$ cat src/sort_cfg_pkg.sv
package sort_cfg_pkg;

    // ------------------------------
    // Key format
    // ------------------------------
    localparam int KEY_W    = 8;
    localparam int NUM_KEYS = 8;
    localparam int ADDR_W   = 3;

    typedef logic [KEY_W-1:0]  key_t;
    typedef logic [ADDR_W-1:0] addr_t;

    // ------------------------------
    // FIFO sizing per merge tier
    // ------------------------------
    // Each depth equals the run length it holds
    localparam int PAIR_FIFO_DEPTH = 2;
    localparam int RUN2_FIFO_DEPTH = 4;

endpackage

$ cat src/sort_ctrl_pkg.sv
package sort_ctrl_pkg;

    // Controller states
    typedef enum logic [1:0] {
        ST_IDLE = 2'd0,
        ST_SORT = 2'd1,
        ST_DONE = 2'd2
    } sort_state_t;

endpackage

$ cat src/key_bank.sv
module key_bank (
    input  logic                  clock,
    input  logic                  arst_n,
    input  logic                  load,
    input  sort_cfg_pkg::addr_t   load_addr,
    input  sort_cfg_pkg::key_t    load_data,
    input  logic                  busy,
    input  logic                  wb_push,
    input  sort_cfg_pkg::addr_t   wb_addr,
    input  sort_cfg_pkg::key_t    wb_data,
    input  sort_cfg_pkg::addr_t   read_addr,
    output sort_cfg_pkg::key_t    keys [sort_cfg_pkg::NUM_KEYS],
    output sort_cfg_pkg::key_t    read_data
);
    import sort_cfg_pkg::*;

    // Load port owns the bank while idle, write-back while sorting
    always_ff @(posedge clock or negedge arst_n) begin
        if (!arst_n) begin
            for (int i = 0; i < NUM_KEYS; i++) begin
                keys[i] <= '0;
            end
        end else if (busy) begin
            if (wb_push) begin
                keys[wb_addr] <= wb_data;
            end
        end else if (load) begin
            keys[load_addr] <= load_data;
        end
    end

    // Observation port
    assign read_data = keys[read_addr];

endmodule

$ cat src/merge_sort_top.sv
module merge_sort_top (
    input  logic                  clock,
    input  logic                  arst_n,
    input  logic                  load,
    input  sort_cfg_pkg::addr_t   load_addr,
    input  sort_cfg_pkg::key_t    load_data,
    input  logic                  start,
    input  sort_cfg_pkg::addr_t   read_addr,
    output sort_cfg_pkg::key_t    read_data,
    output logic                  done
);
    import sort_cfg_pkg::*;

    key_t       keys [NUM_KEYS];
    logic       go;
    logic       busy;
    logic       wb_push;
    addr_t      wb_addr;
    key_t       wb_data;

    // Pair stage
    logic [3:0] pair_push;
    key_t       pair_data [4];
    logic [3:0] pair_pop;
    key_t       pair_head [4];
    logic [3:0] pair_full;
    logic [3:0] pair_empty;

    // Runs of four
    logic [1:0] m1_push;
    key_t       m1_data [2];
    logic [1:0] run2_pop;
    key_t       run2_head [2];
    logic [1:0] run2_full;
    logic [1:0] run2_empty;

    key_bank u_bank (
        .clock, .arst_n, .load, .load_addr, .load_data, .busy,
        .wb_push, .wb_addr, .wb_data, .read_addr, .keys, .read_data
    );

    sort_ctrl u_ctrl (
        .clock, .arst_n, .start, .wb_push, .go, .busy, .wb_addr, .done
    );

    // ------------------------------
    // Pair sorters and first FIFOs
    // ------------------------------
    for (genvar i = 0; i < 4; i++) begin : g_pair
        pair_sorter u_sorter (
            .clock, .arst_n, .go,
            .key_a(keys[2*i]), .key_b(keys[2*i+1]),
            .push(pair_push[i]), .data(pair_data[i])
        );
        run_fifo #(.DEPTH(PAIR_FIFO_DEPTH)) u_fifo (
            .clock, .arst_n,
            .push(pair_push[i]), .data_in(pair_data[i]), .pop(pair_pop[i]),
            .data_out(pair_head[i]), .full(pair_full[i]), .empty(pair_empty[i])
        );
    end

    // ------------------------------
    // First merge tier
    // ------------------------------
    for (genvar j = 0; j < 2; j++) begin : g_tier1
        run_merger #(.RUN_LEN(PAIR_FIFO_DEPTH)) u_merger (
            .clock, .arst_n,
            .head_a(pair_head[2*j]), .empty_a(pair_empty[2*j]),
            .head_b(pair_head[2*j+1]), .empty_b(pair_empty[2*j+1]),
            .out_full(run2_full[j]),
            .pop_a(pair_pop[2*j]), .pop_b(pair_pop[2*j+1]),
            .out_push(m1_push[j]), .out_data(m1_data[j])
        );
        run_fifo #(.DEPTH(RUN2_FIFO_DEPTH)) u_fifo (
            .clock, .arst_n,
            .push(m1_push[j]), .data_in(m1_data[j]), .pop(run2_pop[j]),
            .data_out(run2_head[j]), .full(run2_full[j]), .empty(run2_empty[j])
        );
    end

    // Final merge writes straight into the bank
    run_merger #(.RUN_LEN(RUN2_FIFO_DEPTH)) u_final (
        .clock, .arst_n,
        .head_a(run2_head[0]), .empty_a(run2_empty[0]),
        .head_b(run2_head[1]), .empty_b(run2_empty[1]),
        .out_full(1'b0),
        .pop_a(run2_pop[0]), .pop_b(run2_pop[1]),
        .out_push(wb_push), .out_data(wb_data)
    );

endmodule

$ cat src/pair_sorter.sv
module pair_sorter (
    input  logic                 clock,
    input  logic                 arst_n,
    input  logic                 go,
    input  sort_cfg_pkg::key_t   key_a,
    input  sort_cfg_pkg::key_t   key_b,
    output logic                 push,
    output sort_cfg_pkg::key_t   data
);
    import sort_cfg_pkg::*;

    key_t big_q;
    logic second_pending;

    always_ff @(posedge clock or negedge arst_n) begin
        if (!arst_n) begin
            push           <= 1'b0;
            second_pending <= 1'b0;
        end else begin
            push           <= go | second_pending;
            second_pending <= go;
        end
    end

    // Smaller key goes out first, larger one is held for the next cycle
    always_ff @(posedge clock) begin
        if (go) begin
            data  <= (key_a <= key_b) ? key_a : key_b;
            big_q <= (key_a <= key_b) ? key_b : key_a;
        end else if (second_pending) begin
            data <= big_q;
        end
    end

endmodule

$ cat src/run_fifo.sv
module run_fifo #(
    parameter int DEPTH = 2
) (
    input  logic                 clock,
    input  logic                 arst_n,
    input  logic                 push,
    input  sort_cfg_pkg::key_t   data_in,
    input  logic                 pop,
    output sort_cfg_pkg::key_t   data_out,
    output logic                 full,
    output logic                 empty
);
    import sort_cfg_pkg::*;

    localparam int PTR_W = (DEPTH > 1) ? $clog2(DEPTH) : 1;
    localparam int CNT_W = $clog2(DEPTH + 1);

    key_t             mem [DEPTH];
    logic [PTR_W-1:0] wr_ptr;
    logic [PTR_W-1:0] rd_ptr;
    logic [CNT_W-1:0] count;
    logic             do_push;
    logic             do_pop;

    assign do_push = push && !full;
    assign do_pop  = pop && !empty;

    assign full  = (count == CNT_W'(DEPTH));
    assign empty = (count == '0);

    // Show-ahead head
    assign data_out = mem[rd_ptr];

    always_ff @(posedge clock) begin
        if (do_push) begin
            mem[wr_ptr] <= data_in;
        end
    end

    // ------------------------------
    // Pointers and occupancy
    // ------------------------------
    always_ff @(posedge clock or negedge arst_n) begin
        if (!arst_n) begin
            wr_ptr <= '0;
            rd_ptr <= '0;
            count  <= '0;
        end else begin
            if (do_push) begin
                wr_ptr <= (wr_ptr == PTR_W'(DEPTH - 1)) ? '0 : wr_ptr + 1'b1;
            end
            if (do_pop) begin
                rd_ptr <= (rd_ptr == PTR_W'(DEPTH - 1)) ? '0 : rd_ptr + 1'b1;
            end
            case ({do_push, do_pop})
                2'b10:   count <= count + 1'b1;
                2'b01:   count <= count - 1'b1;
                default: count <= count;
            endcase
        end
    end

endmodule

$ cat src/run_merger.sv
module run_merger #(
    parameter int RUN_LEN = 2
) (
    input  logic                 clock,
    input  logic                 arst_n,
    input  sort_cfg_pkg::key_t   head_a,
    input  logic                 empty_a,
    input  sort_cfg_pkg::key_t   head_b,
    input  logic                 empty_b,
    input  logic                 out_full,
    output logic                 pop_a,
    output logic                 pop_b,
    output logic                 out_push,
    output sort_cfg_pkg::key_t   out_data
);
    import sort_cfg_pkg::*;

    localparam int CNT_W = $clog2(RUN_LEN + 1);

    logic [CNT_W-1:0] taken_a;
    logic [CNT_W-1:0] taken_b;
    logic             done_a;
    logic             done_b;
    logic             last_pop;
    key_t             pick;

    assign done_a = (taken_a == CNT_W'(RUN_LEN));
    assign done_b = (taken_b == CNT_W'(RUN_LEN));

    // ------------------------------
    // Head selection
    // ------------------------------
    always_comb begin
        pop_a = 1'b0;
        pop_b = 1'b0;
        if (!out_full) begin
            if (!done_a && !done_b) begin
                // Ties go to side a
                if (!empty_a && !empty_b) begin
                    if (head_a <= head_b) begin
                        pop_a = 1'b1;
                    end else begin
                        pop_b = 1'b1;
                    end
                end
            end else if (!done_a) begin
                pop_a = !empty_a;
            end else if (!done_b) begin
                pop_b = !empty_b;
            end
        end
    end

    assign pick = pop_a ? head_a : head_b;

    // Final key of the merged run
    assign last_pop = (pop_a && done_b && taken_a == CNT_W'(RUN_LEN - 1)) ||
                      (pop_b && done_a && taken_b == CNT_W'(RUN_LEN - 1));

    always_ff @(posedge clock or negedge arst_n) begin
        if (!arst_n) begin
            taken_a  <= '0;
            taken_b  <= '0;
            out_push <= 1'b0;
        end else begin
            out_push <= pop_a | pop_b;
            if (last_pop) begin
                taken_a <= '0;
                taken_b <= '0;
            end else begin
                if (pop_a) taken_a <= taken_a + 1'b1;
                if (pop_b) taken_b <= taken_b + 1'b1;
            end
        end
    end

    always_ff @(posedge clock) begin
        if (pop_a | pop_b) begin
            out_data <= pick;
        end
    end

endmodule

$ cat src/sort_ctrl.sv
module sort_ctrl (
    input  logic                  clock,
    input  logic                  arst_n,
    input  logic                  start,
    input  logic                  wb_push,
    output logic                  go,
    output logic                  busy,
    output sort_cfg_pkg::addr_t   wb_addr,
    output logic                  done
);
    import sort_cfg_pkg::*;
    import sort_ctrl_pkg::*;

    sort_state_t state;
    logic        last_wb;

    // Eighth write-back of the run
    assign last_wb = wb_push && (wb_addr == addr_t'(NUM_KEYS - 1));

    always_ff @(posedge clock or negedge arst_n) begin
        if (!arst_n) begin
            state   <= ST_IDLE;
            go      <= 1'b0;
            wb_addr <= '0;
        end else begin
            go <= 1'b0;
            case (state)
                ST_IDLE: begin
                    if (start) begin
                        state   <= ST_SORT;
                        go      <= 1'b1;
                        wb_addr <= '0;
                    end
                end
                ST_SORT: begin
                    if (wb_push) begin
                        wb_addr <= wb_addr + 1'b1;
                    end
                    if (last_wb) begin
                        state <= ST_DONE;
                    end
                end
                ST_DONE: begin
                    state <= ST_IDLE;
                end
                default: begin
                    state <= ST_IDLE;
                end
            endcase
        end
    end

    // ST_DONE lasts one cycle, so done is a single pulse
    assign done = (state == ST_DONE);
    assign busy = (state != ST_IDLE);

endmodule

$ cat config.mk
export PLATFORM = sky130hd
export DESIGN_NAME = merge_sort_top
export DESIGN_NICKNAME = d
export VERILOG_FILES = /design/src/sort_cfg_pkg.sv /design/src/sort_ctrl_pkg.sv /design/src/key_bank.sv /design/src/merge_sort_top.sv /design/src/pair_sorter.sv /design/src/run_fifo.sv /design/src/run_merger.sv /design/src/sort_ctrl.sv
export SDC_FILE = /design/constraint.sdc
export NUM_CORES = 1
export LEC_CHECK = 0
export CORE_MARGIN = 2
export CORE_UTILIZATION = 40
export CTS_CLUSTER_DIAMETER = 60
export CTS_CLUSTER_SIZE = 16
export DETAILED_ROUTE_END_ITERATION = 8
export DONT_BUFFER_PORTS = 1
export PLACE_DENSITY = 0.55
export REMOVE_ABC_BUFFERS = 1
export SLEW_MARGIN = 20
export SYNTH_ARGS = -nofsm -noshare
export SYNTH_HDL_FRONTEND = slang
export SYNTH_SLANG_ARGS = --single-unit
$ cat constraint.sdc
create_clock -name clock -period 4.4 [get_ports clock]
set_clock_uncertainty 0.05 [all_clocks]
set_input_delay 0.22 -clock clock [delete_from_list [all_inputs] [get_ports clock]]
set_output_delay 0.22 -clock clock [all_outputs]
set_load 0.02 [all_outputs]
==> results.cfg <==
[clocking]
post_cts_buffers = 0
clockRootBuffer = clkbuf_16
cts_buffers = 34
clk-insertion-delay-late_ps = 540
cts_sinks = 335
cts_max_path_buffers = 3
h-tree-depth = 2
cts.clk_slew.worst_paths_ps = 70
cts_tree = done

[global_route]
grt.overflow.total = 0
grt_usage_pct = 16.74
grt_pass1_wl_mm = 56.87
grt_max_degree = 120
grt_pass1_vias = 10110
grt_antenna_before_repair = 0

[setup_path]
r2r_slack_ps = 540
worstSetupStartpointType = flip-flop
worst-setup-path-type = flip-flop to flip-flop
reg2regPathDepth = 13
crit_end = g_tier1[1].u_fifo.count[2]
startpoint = g_tier1[0].u_fifo.rd_ptr[0]
path_buf_inv = 2
path_max_fanout = 11
arrival_ps = 4260
critPathRequiredTime_ps = 4800
cp_num_cells = 13
slowest_delay_ps = 680
crit_chain = mux4_2, ha_1, nand2_1, o21ai_0, nand3_1, a31o_2, inv_1, ha_1, inv_1, fa_1, xor2_1, nor2_1, xor2_1
crit_family = adder cells
timing.rr.start = g_tier1[0].u_fifo.rd_ptr[0]
end_kind = flip-flop
cp_slowest_cell = dfrtp_1
reg2reg_to = g_tier1[1].u_fifo.count[2]

[sta]
fin_crit_sh_pct = 87.83
worst_pin_slew_ps = 920.3
finalMaxSlewViolations = 0
slew_headroom_pct = 38.64
final_hold_viol_count = 0
fmax_mhz = 258.8
rsz0062_at_grt = false
fin_ws_ps = 535.3
period_needed_ps = 3865
setup_tns_ps = 0
setup_viol = 0

[power]
power.switching_mw = 6.031
p_leak_nw = 6.816
p_sw_share_pct = 38.83
internal-power_mw = 9.500
vdd_ir_drop_max_v = 0.0004065
pwr-share-comb_pct = 41.8
power.density_mw_per_mm2 = 850.3
pwr-share-clk_pct = 19.1
p_seq_share_pct = 39.1

[min_path]
min_path_type = input port to flip-flop

[final_layout]
final_common_cell = edfxtp_1
syn_to_final_growth_pct = 10.57
final_cell_mix = edfxtp_1 (216), dfrtp_1 (118), inv_1 (92)
final_util_pct = 44.74
fin_nets = 1394
antenna_cells = 0
drive_gt1_share_pct = 13.13

[logic_synthesis]
synthDistinctLibCells = 58
synth_async_sr_flop_share_pct = 35.52
synth_enable_flop_cells = 216
seq_area_frac_synth_pct = 57.29
syn_area_mm2 = 0.01652
synth_top_cell_by_area = edfxtp_1
synth-seq-cells = 335
ys.warnings.count = 0
avgSynthCellArea_um2 = 12.86
synth_flop_cell = edfxtp_1
netlist_top_cells_area = edfxtp_1 (39%), dfrtp_1 (18%), ha_1 (6.7%), mux2i_1 (5.0%), mux4_2 (4.4%)
synth_top_cell_area_share_pct = 39.26
synthCells = 1285

[routing]
vias = 10030
drc = 0
drt_pass1_iterations = 5
drt_wl_total_mm = 35.56
ant_nets = 0
vias_per_cell = 5.446
dr.first_iter.drc_count = 560
wl_per_cell_um = 19.30

[die]
die_x_um = 207.2
dieArea_mm2 = 0.04294
core-area_mm2 = 0.04083
initial_core_util_pct = 40.46
ios = 27
fp-row-count = 74
die_y_um = 207.2

[outcome]
status = completed

[placement]
place.port_buffers = 0
dp_slack_ps = 519.5
gp_congestion = 0.8868
place_hpwl_mm = 25.10

[flow_run]
drv_cap = 0
==> power groups by stage <==
stage,clock [mW],combinational [mW],sequential [mW]
floorplan,0,5.03,5.69
global placement,0,6.29,6.10
detailed placement,0,6.47,6.14
CTS,3.05,6.54,6.09
global route,3.17,7.32,6.25
finish,2.97,6.49,6.08
==> metrics by stage <==
| stage | power (mW) | instance area (µm²) | cells | hold WS (ps) |
|---|---|---|---|---|
| after floorplan | 10.71 | 16260 | 1231 | -125.6 |
| after global placement | 12.39 | 16980 | 1769 | -108.0 |
| after detailed placement | 12.60 | 16980 | 1769 | -108.0 |
| after CTS | 15.68 | 18240 | 1840 | 124.8 |
| after global routing | 16.74 | 18270 | 1842 | 61.23 |
| final | 15.53 | 18270 | 1842 | 51.23 |
==> per-layer routing <==
layer  global-route usage, %  routed length, µm  up-vias
met4                   6.281               1076        0
met2                   26.68              16330      245
met1                   22.49              16020     4900
li1                        -                  -     4824
met5                       0                  0        -
met3                   3.691               2120       62
==> worst min-delay path by stage <==
stage | to | depth (start not counted) | startpoint
after global placement | g_tier1[0].u_merger.taken_b[0] | 0 | arst_n
after CTS | u_bank.keys[48] | 3 | load_addr[0]
after floorplan | g_pair[0].u_fifo.count[0] | 0 | arst_n
after detailed placement | g_pair[1].u_fifo.count[1] | 0 | arst_n
after global routing | u_bank.keys[4] | 3 | load
final | u_bank.keys[4] | 3 | load
==> cell families (layout without fill, tap and decap cells) <==
kind of cell               after synthesis  after routing  synth area share, %
AOI/OAI and AO/OA                      281            281                11.05
xor gates and xnor gates                27             27                1.477
adders and majority gates               90             90                6.908
buffers and inverters                  146            171                3.643
DFF                                    335            335                57.29
muxes                                  158            158                12.32
and+or+nand+nor                        248            248                7.309
==> final cells by class <==
type                    count  area (µm²)
clock buffers              38       887.1
clock inverters            22       251.5
fillers                  3688       22570
inverters                  92       345.3
multi-input cells         804        6466
flip-flops and latches    335        9465
well taps                 532       665.6
repair buffers             19       185.2
==> flip-flops by register name, indices dropped and copies added (netlist names), 6 cells and up <==
register,count
g_pair.u_fifo.count,8
g_tier1.u_merger.out_data,16
g_pair.u_fifo.mem,64
u_bank.keys,64
u_final.out_data,8
g_pair.u_sorter.big_q,32
g_pair.u_sorter.data,32
g_tier1.u_fifo.mem,64
g_tier1.u_fifo.count,6
==> synthesized netlist by cell type (2+ instances only) <==
cell type and number:
nand2_1 87, clkbuf_1 25, or3_1 6, xor2_1 7, a21oi_1 65, xnor2_1 19, a31oi_1 10, a22o_1 5
mux4_2 32, nor2b_1 11, edfxtp_1 216, dfrtp_1 119, ha_1 88, or2_2 11, mux2i_1 83, mux2_2 43
o31a_1 3, a211oi_1 3, buf_1 2, o211ai_1 9, nor3_1 4, o22ai_2 2, o221ai_1 31, nor2_1 68
o21ai_2 7, a32oi_1 9, o21a_1 33, fa_1 2, inv_1 92, o21ai_0 67, buf_6 2, nand4_1 16
nand3b_1 9, nor3b_1 3, and2_1 10, o22ai_1 29, o31ai_1 3, nand3_1 7, buf_2 21, or3b_1 4
nand4b_1 2, nor4b_1 2, buf_4 3
==> worst register-to-register path, delay by kind of cell (launching register included) <==
family          cells  cell delay [ps]
compound gates      2              690
flops               1              680
xor+xnor            2              310
mux                 1              600
fa+ha+maj           3              970
buf+inv             2              170
simple gates        3              310
==> repair_timing <==
item,4_1_cts,5_1_grt
hold endpoints to repair,130,0
hold buffers,11,0
gates resized for setup,0,0
Note: power is estimated with default switching activity, not from simulation.
